$ cat src/include/capture_params.svh
// width, ratio and depth macros shared by the capture path
// included by the package and by the RTL that sizes ports from them

`ifndef CAPTURE_PARAMS_SVH
`define CAPTURE_PARAMS_SVH

// one shared FIFO word, every channel is packed up to this width
`define CAP_WORD_W 64

// narrow sample widths of the two input channels
`define CAP_CH0_W 16
`define CAP_CH1_W 32

// width of one beat on the output side of the downsizer
`define CAP_OUT_W 32

// packing ratios, derived so they track the widths above
`define CAP_UP0_RATIO (`CAP_WORD_W / `CAP_CH0_W)
`define CAP_UP1_RATIO (`CAP_WORD_W / `CAP_CH1_W)
`define CAP_DOWN_RATIO (`CAP_WORD_W / `CAP_OUT_W)

// FIFO entries, must stay a power of two for the wrap-bit pointers
`define CAP_FIFO_DEPTH 8

`endif

$ cat src/source/capture_pkg.sv
// types shared by the capture path
// channel tag and FIFO pointer

`include "capture_params.svh"

package capture_pkg;

  // channel tag carried beside every word from the arbiter to the output
  // the encoding doubles as the arbiter's last-grant state
  typedef enum logic {
    CH0 = 1'b0,
    CH1 = 1'b1
  } chan_t;

  // index width of the FIFO storage
  localparam int FIFO_IDX_W = $clog2(`CAP_FIFO_DEPTH);

  // read and write pointer of the FIFO
  // the top bit is the wrap bit, the rest index the storage
  // equal pointers mean empty, equal index with different wrap means full
  typedef logic [FIFO_IDX_W:0] fifo_ptr_t;

endpackage

$ cat src/source/axis_upsizer.sv
// axis_upsizer packs consecutive narrow beats into one wide word
// a last beat closes the word early, the unused upper lanes keep old data

`timescale 1ns/1ps

module axis_upsizer #(
  parameter int DWIDTH = 16,
  parameter int UP = 4
) (
  input  logic                   clk,
  input  logic                   reset,
  input  logic [DWIDTH-1:0]      in_data,
  input  logic                   in_valid,
  input  logic                   in_last,
  output logic                   in_ready,
  output logic [DWIDTH*UP-1:0]   out_data,
  output logic                   out_valid,
  output logic                   out_last,
  input  logic                   out_ready
);

  localparam int CNT_W = (UP > 1) ? $clog2(UP) : 1;

  // lane 0 holds the oldest beat of the word
  logic [UP-1:0][DWIDTH-1:0] data_reg;
  logic [CNT_W-1:0]          counter;
  logic                      in_fire;
  logic                      write_final;

  // take input only while the assembled word is gone or leaving now
  assign in_ready = !out_valid || out_ready;
  assign in_fire  = in_valid && in_ready;

  // the word closes on its final lane or on the last beat of a burst
  assign write_final = in_fire && ((counter == CNT_W'(UP - 1)) || in_last);

  assign out_data = data_reg;

  always_ff @(posedge clk) begin
    if (reset) begin
      counter   <= '0;
      out_valid <= 1'b0;
      out_last  <= 1'b0;
    end else begin
      // the output register only changes when it is free to change
      if (in_ready) begin
        out_valid <= write_final;
        out_last  <= write_final && in_last;
      end
      if (in_fire) begin
        if (write_final) begin
          counter <= '0;
        end else begin
          counter <= counter + 1'b1;
        end
      end
    end
  end

  // lane storage, written only on an accepted beat
  always_ff @(posedge clk) begin
    if (in_fire) begin
      data_reg[counter] <= in_data;
    end
  end

  // a stalled word must not be overwritten by new input lanes
  a_hold_word: assert property (@(posedge clk) disable iff (reset)
    out_valid && !out_ready |=> $stable(out_data));

endmodule

$ cat src/source/axis_downsizer.sv
// axis_downsizer splits each wide word into narrower beats
// a side-band tag is registered with the word and repeated on every beat

`timescale 1ns/1ps

module axis_downsizer #(
  parameter int DWIDTH = 64,
  parameter int DOWN = 2,
  parameter int TAG_W = 1
) (
  input  logic                     clk,
  input  logic                     reset,
  input  logic [DWIDTH-1:0]        in_data,
  input  logic [TAG_W-1:0]         in_tag,
  input  logic                     in_valid,
  input  logic                     in_last,
  output logic                     in_ready,
  output logic [DWIDTH/DOWN-1:0]   out_data,
  output logic [TAG_W-1:0]         out_tag,
  output logic                     out_valid,
  output logic                     out_last,
  input  logic                     out_ready
);

  localparam int OUT_W = DWIDTH / DOWN;
  localparam int CNT_W = (DOWN > 1) ? $clog2(DOWN) : 1;

  // part 0 is the lowest slice of the word and leaves first
  logic [DOWN-1:0][OUT_W-1:0] data_reg;
  logic [TAG_W-1:0]           tag_reg;
  logic                       valid_reg;
  logic                       last_reg;
  logic [CNT_W-1:0]           counter;
  logic                       read_final;
  logic                       out_fire;

  assign read_final = (counter == CNT_W'(DOWN - 1));
  assign out_fire   = valid_reg && out_ready;

  // a new word may load when empty or as the final part goes out
  assign in_ready = !valid_reg || (read_final && out_ready);

  assign out_data  = data_reg[counter];
  assign out_tag   = tag_reg;
  assign out_valid = valid_reg;
  // only the final part of a last-marked word carries last
  assign out_last  = last_reg && read_final;

  always_ff @(posedge clk) begin
    if (reset) begin
      valid_reg <= 1'b0;
      last_reg  <= 1'b0;
      counter   <= '0;
    end else begin
      if (in_ready) begin
        valid_reg <= in_valid;
        last_reg  <= in_valid && in_last;
      end
      if (out_fire) begin
        if (read_final) begin
          counter <= '0;
        end else begin
          counter <= counter + 1'b1;
        end
      end
    end
  end

  // word and tag payload, loaded together on an accepted word
  always_ff @(posedge clk) begin
    if (in_valid && in_ready) begin
      data_reg <= in_data;
      tag_reg  <= in_tag;
    end
  end

  // the part counter must wrap before it can index past the word
  a_counter_range: assert property (@(posedge clk) disable iff (reset)
    int'(counter) < DOWN);

endmodule

$ cat src/source/capture_arbiter.sv
// capture_arbiter gives the shared FIFO write port to one of two upsizers
// round-robin between whole words, the granted side is tagged with its channel

`timescale 1ns/1ps

`include "capture_params.svh"

module capture_arbiter (
  input  logic                    clk,
  input  logic                    reset,
  input  logic [`CAP_WORD_W-1:0]  w0_data,
  input  logic                    w0_valid,
  input  logic                    w0_last,
  output logic                    w0_ready,
  input  logic [`CAP_WORD_W-1:0]  w1_data,
  input  logic                    w1_valid,
  input  logic                    w1_last,
  output logic                    w1_ready,
  output logic [`CAP_WORD_W-1:0]  wr_data,
  output capture_pkg::chan_t      wr_chan,
  output logic                    wr_valid,
  output logic                    wr_last,
  input  logic                    wr_ready
);

  // channel that won the most recent transfer
  capture_pkg::chan_t last_grant;
  capture_pkg::chan_t grant;
  logic               wr_fire;

  // channel 1 wins when it is the only requester, or when both request
  // and channel 0 had the previous word
  always_comb begin
    if (w1_valid && (!w0_valid || (last_grant == capture_pkg::CH0))) begin
      grant = capture_pkg::CH1;
    end else begin
      grant = capture_pkg::CH0;
    end
  end

  assign wr_valid = w0_valid || w1_valid;
  assign wr_chan  = grant;
  assign wr_data  = (grant == capture_pkg::CH1) ? w1_data : w0_data;
  assign wr_last  = (grant == capture_pkg::CH1) ? w1_last : w0_last;

  // FIFO space goes back only to the side holding the grant
  assign w0_ready = wr_ready && (grant == capture_pkg::CH0);
  assign w1_ready = wr_ready && (grant == capture_pkg::CH1);

  assign wr_fire = wr_valid && wr_ready;

  // starting from CH1 makes channel 0 the first winner after reset
  always_ff @(posedge clk) begin
    if (reset) begin
      last_grant <= capture_pkg::CH1;
    end else if (wr_fire) begin
      last_grant <= grant;
    end
  end

  a_one_ready: assert property (@(posedge clk) disable iff (reset)
    !(w0_ready && w1_ready));

  // the word written into the FIFO always comes from a requesting upsizer
  a_valid_source: assert property (@(posedge clk) disable iff (reset)
    wr_fire |-> ((grant == capture_pkg::CH0) ? w0_valid : w1_valid));

endmodule

$ cat src/source/capture_fifo.sv
// capture_fifo is a synchronous FIFO of 64-bit words
// each entry keeps its channel tag and last flag beside the data

`timescale 1ns/1ps

`include "capture_params.svh"

module capture_fifo (
  input  logic                    clk,
  input  logic                    reset,
  input  logic [`CAP_WORD_W-1:0]  wr_data,
  input  capture_pkg::chan_t      wr_chan,
  input  logic                    wr_last,
  input  logic                    wr_valid,
  output logic                    wr_ready,
  output logic [`CAP_WORD_W-1:0]  rd_data,
  output capture_pkg::chan_t      rd_chan,
  output logic                    rd_last,
  output logic                    rd_valid,
  input  logic                    rd_ready
);

  localparam int IDX_W = capture_pkg::FIFO_IDX_W;

  logic [`CAP_WORD_W-1:0] data_mem [`CAP_FIFO_DEPTH];
  capture_pkg::chan_t     chan_mem [`CAP_FIFO_DEPTH];
  logic                   last_mem [`CAP_FIFO_DEPTH];

  capture_pkg::fifo_ptr_t wr_ptr;
  capture_pkg::fifo_ptr_t rd_ptr;
  logic                   full;
  logic                   empty;
  logic                   wr_fire;
  logic                   rd_fire;

  // same index with opposite wrap bits means the writer lapped the reader
  assign full  = (wr_ptr[IDX_W] != rd_ptr[IDX_W]) &&
                 (wr_ptr[IDX_W-1:0] == rd_ptr[IDX_W-1:0]);
  assign empty = (wr_ptr == rd_ptr);

  assign wr_ready = !full;
  assign rd_valid = !empty;
  assign wr_fire  = wr_valid && wr_ready;
  assign rd_fire  = rd_valid && rd_ready;

  // the head entry is read straight from the array
  assign rd_data = data_mem[rd_ptr[IDX_W-1:0]];
  assign rd_chan = chan_mem[rd_ptr[IDX_W-1:0]];
  assign rd_last = last_mem[rd_ptr[IDX_W-1:0]];

  always_ff @(posedge clk) begin
    if (reset) begin
      wr_ptr <= '0;
      rd_ptr <= '0;
    end else begin
      if (wr_fire) begin
        wr_ptr <= wr_ptr + 1'b1;
      end
      if (rd_fire) begin
        rd_ptr <= rd_ptr + 1'b1;
      end
    end
  end

  always_ff @(posedge clk) begin
    if (wr_fire) begin
      data_mem[wr_ptr[IDX_W-1:0]] <= wr_data;
      chan_mem[wr_ptr[IDX_W-1:0]] <= wr_chan;
      last_mem[wr_ptr[IDX_W-1:0]] <= wr_last;
    end
  end

  // a full FIFO must hold its write pointer and an empty one its read pointer
  a_no_overflow: assert property (@(posedge clk) disable iff (reset)
    full |=> $stable(wr_ptr));
  a_no_underflow: assert property (@(posedge clk) disable iff (reset)
    empty |=> $stable(rd_ptr));

endmodule

$ cat src/source/capture_top.sv
// capture_top connects the two-channel capture path
// two upsizers, the round-robin arbiter, the tagged FIFO and the downsizer

`timescale 1ns/1ps

`include "capture_params.svh"

module capture_top (
  input  logic                    clk,
  input  logic                    reset,
  input  logic [`CAP_CH0_W-1:0]   in0_data,
  input  logic                    in0_valid,
  input  logic                    in0_last,
  output logic                    in0_ready,
  input  logic [`CAP_CH1_W-1:0]   in1_data,
  input  logic                    in1_valid,
  input  logic                    in1_last,
  output logic                    in1_ready,
  output logic [`CAP_OUT_W-1:0]   out_data,
  output capture_pkg::chan_t      out_chan,
  output logic                    out_valid,
  output logic                    out_last,
  input  logic                    out_ready
);

  // packed words from each upsizer toward the arbiter
  logic [`CAP_WORD_W-1:0] w0_data;
  logic                   w0_valid;
  logic                   w0_last;
  logic                   w0_ready;
  logic [`CAP_WORD_W-1:0] w1_data;
  logic                   w1_valid;
  logic                   w1_last;
  logic                   w1_ready;

  // shared FIFO write port
  logic [`CAP_WORD_W-1:0] wr_data;
  capture_pkg::chan_t     wr_chan;
  logic                   wr_valid;
  logic                   wr_last;
  logic                   wr_ready;

  // FIFO read side into the downsizer
  logic [`CAP_WORD_W-1:0] rd_data;
  capture_pkg::chan_t     rd_chan;
  logic                   rd_valid;
  logic                   rd_last;
  logic                   rd_ready;
  logic [0:0]             out_tag;

  // the downsizer carries the tag as plain bits, restore the channel type
  assign out_chan = capture_pkg::chan_t'(out_tag);

  axis_upsizer #(.DWIDTH(`CAP_CH0_W), .UP(`CAP_UP0_RATIO)) u_up0 (
    .clk, .reset,
    .in_data(in0_data), .in_valid(in0_valid), .in_last(in0_last), .in_ready(in0_ready),
    .out_data(w0_data), .out_valid(w0_valid), .out_last(w0_last), .out_ready(w0_ready)
  );

  axis_upsizer #(.DWIDTH(`CAP_CH1_W), .UP(`CAP_UP1_RATIO)) u_up1 (
    .clk, .reset,
    .in_data(in1_data), .in_valid(in1_valid), .in_last(in1_last), .in_ready(in1_ready),
    .out_data(w1_data), .out_valid(w1_valid), .out_last(w1_last), .out_ready(w1_ready)
  );

  capture_arbiter u_arb (
    .clk, .reset,
    .w0_data, .w0_valid, .w0_last, .w0_ready,
    .w1_data, .w1_valid, .w1_last, .w1_ready,
    .wr_data, .wr_chan, .wr_valid, .wr_last, .wr_ready
  );

  capture_fifo u_fifo (
    .clk, .reset,
    .wr_data, .wr_chan, .wr_last, .wr_valid, .wr_ready,
    .rd_data, .rd_chan, .rd_last, .rd_valid, .rd_ready
  );

  axis_downsizer #(.DWIDTH(`CAP_WORD_W), .DOWN(`CAP_DOWN_RATIO), .TAG_W(1)) u_down (
    .clk, .reset,
    .in_data(rd_data), .in_tag(rd_chan), .in_valid(rd_valid), .in_last(rd_last),
    .in_ready(rd_ready),
    .out_data, .out_tag, .out_valid, .out_last, .out_ready
  );

endmodule

$ cat config.mk
export PLATFORM = sky130hd
export DESIGN_NAME = capture_top
export DESIGN_NICKNAME = d
export VERILOG_FILES = /design/src/source/capture_pkg.sv /design/src/source/axis_upsizer.sv /design/src/source/axis_downsizer.sv /design/src/source/capture_arbiter.sv /design/src/source/capture_fifo.sv /design/src/source/capture_top.sv
export VERILOG_INCLUDE_DIRS = /design/src /design/src/include
export SDC_FILE = /design/constraint.sdc
export NUM_CORES = 1
export LEC_CHECK = 0
export ABC_CLOCK_PERIOD_IN_PS = 6350
export BUFFER_PORTS_ARGS = -buffer_cell sky130_fd_sc_hd__buf_2
export CORE_MARGIN = 3
export CORE_UTILIZATION = 50
export CTS_CLUSTER_SIZE = 14
export DETAILED_ROUTE_END_ITERATION = 8
export HOLD_SLACK_MARGIN = 0.02
export PLACE_DENSITY = 0.69
export SYNTH_ARGS = -nofsm -noshare
export SYNTH_HDL_FRONTEND = slang
export SYNTH_SLANG_ARGS = --single-unit
$ cat constraint.sdc
create_clock -name clk -period 6.35 [get_ports clk]
set_input_delay 1.905 -clock clk [delete_from_list [all_inputs] [get_ports clk]]
set_output_delay 1.905 -clock clk [all_outputs]
set_load 0.02 [all_outputs]
==> out/metrics.cfg <==
[timing]
slew_violations=0
fin_setup_tns_ps=0
clock-skew-final_ps=20.3
fin_crit_sh_pct=67.8
setup_violations=0
rsz0062_at_grt=false
min_period_ps=4300
hold_violations=0
fmax_mhz=232
worst-slew-pin-transition_ps=1350
worst_slew_margin_rel_pct=9.48

[final_layout]
final_core_util_pct=57.9
final_cell_area_um2=31600
area_delta_synth_final_pct=13.1
diodes=0
drive_gt1_share_pct=30.8
largest_register_ffs=512
layout.cells.non_filler=2262
num-nets-final=1526

[setup_path]
cp_max_fo=27
arrival_ps=2400
worst_setup_path_start_kind=register
cp_data_required_time_ps=4450
worstSetupEndpointType=output port
rrSetupSlack_ps=2780
criticalPathCategory=register to output port

[global_routing]
antenna_found_initial=1
grt_pass1_vias=13413
grt_overflow=0
grt_usage_pct=19.8
grt_pass1_wl_mm=86.0
grt_max_degree=75

[synthesis]
synthCells=1336
synth_area_leaders=edfxtp_1 78%, mux4_2 11%, mux2_2 4.0%
synth_top_area_share_pct=77.6
avgSynthCellArea_um2=20.9
async_reset_ff_share_pct=0
ys_warn_count=0
yosys.area_share.adder_pct=0.269
syn_nets=1397
ys_types=42
synth_commonest_cells=721 x edfxtp_1, 202 x nand2_1, 132 x mux4_2
synth_area_um2=27900
synth_xor_area_share_pct=0.246
synth_top_family_by_area=multiplexers
ys_seq_elements=743
yosysMostFrequentCell=edfxtp_1
synth_area_leader_cell=edfxtp_1
synth_simple_gate_area_share_pct=3.47
synth_flop_cell=edfxtp_1
synth_mux_area_share_pct=14.7
synth_compound_area_share_pct=0.869
ys_seq_area_share_pct=79.1
synth_edf_count=721

[drt]
drc=0
drt_iter0_drc=1241
dr.pass1.iters=5
ant_nets=0
routed_wl_mm=57.4
vias=12979
viasPerCell=5.74
wire_per_inst_um=25.4

[floorplanning]
die_area_um2=58700
fp.dieW_um=242
initial_utilization_pct=51.2
io_pins=92
rows=85
coreArea_um2=54600
die_h_um=242

[cts]
cts_setup_buffers=0
cts_hold_buffers=0
clk_latency_ps=600
cts_buffer_depth=3
cts_made_buffers=72
cts_root_buffer=clkbuf_16
h-tree-depth=3
cts_tree=yes
ctsResizeCount=0
cts.sinks=743
clk_pin_slew_ps=60

[outcome]
outcome=finished, final reports clean

[min_path]
worstHoldPathType=register to register

[placement]
dp_cells=2130
hpwl_mm=31.3
place.gp.congestion=0.791
io_buffers=91
postPlaceCellArea_um2=29300

[power_and_ir_drop]
irDropWorstVdd_uv=233
power.density_nw_per_um2=382
leakage_nw=10.3

[run]
maxCapViolCount=0

critical path, cell delays in order, from the launching register on:
cell     delay, ps
dfxtp_4        670
xnor2_2        210
and4_4         300
o21ai_1        360
buf_2          250
final cells by class:
type / count / area (um2)
timing repair buffer: 117 / 688
clock buffer: 95 / 2010
fill: 3908 / 23000
tap: 739 / 925
inverter: 7 / 26.3
multi-input combinational: 524 / 5540
sequential: 743 / 22100
clock inverter: 37 / 288
metal layers:
layer	vias to the layer above	part of all wire, %	GRT usage, %
li1	5602	-	-
met1	6877	42	27.6
met2	427	50	32.8
met3	73	5.6	3.08
met4	0	2.0	6.06
met5	-	0	0
cells by family after synthesis:
| logic type | count (synthesis) |
|---|---|
| buf+inv | 69 |
| fa+ha+maj | 6 |
| mux | 233 |
| flops | 743 |
| simple gates | 242 |
| compound gates | 36 |
| xor+xnor | 7 |
final timing paths:
kind,startpoint,end,depth (start not counted)
worst max-delay path,u_fifo.rd_ptr[2]$_SDFFE_PP0P_,in0_ready,4
worst min-delay path,u_up1.out_last$_SDFFE_PP0P_,u_up1.out_last$_SDFFE_PP0P_,2
worst max register to register,u_fifo.rd_ptr[2]$_SDFFE_PP0P_,u_fifo.data_mem[2][52]$_DFFE_PP_,5
worst min register to register,u_up1.out_last$_SDFFE_PP0P_,u_up1.out_last$_SDFFE_PP0P_,2
power by group:
group	internal, W	switching [W]	total [W]
logic	0.000839	0.00110	0.00194
clock network	0.00240	0.00172	0.00412
registers	0.00588	0.000133	0.00601
cells in the final DEF (no fill, tap or decap), types with 5 or more instances in the layout:
cell / Yosys / routed
buf_4: 2 / 23
mux4_2: 132 / 132
clkbuf_16: 0 / 77
nor2_4: 0 / 7
clkinv_2: 0 / 11
edfxtp_1: 721 / 721
dfxtp_1: 22 / 18
clkbuf_1: 21 / 16
o21ai_0: 8 / 8
a21oi_1: 9 / 9
mux2_2: 99 / 99
clkinv_1: 0 / 15
ha_1: 6 / 6
nand2_1: 202 / 202
o2111ai_1: 5 / 5
inv_1: 7 / 6
buf_2: 17 / 91
nor2_1: 17 / 10
metrics by stage:
stage	hold slack [ps]	setup slack [ps]	power, W
2_1_floorplan	436	19.4	0.00750
3_3_place_gp	459	2290	0.00806
3_5_place_dp	456	2280	0.00808
4_1_cts	467	2020	0.0122
5_1_grt	499	1930	0.0125
6_report	466	2050	0.0121
No activity file was read; power rests on OpenSTA's default activity.
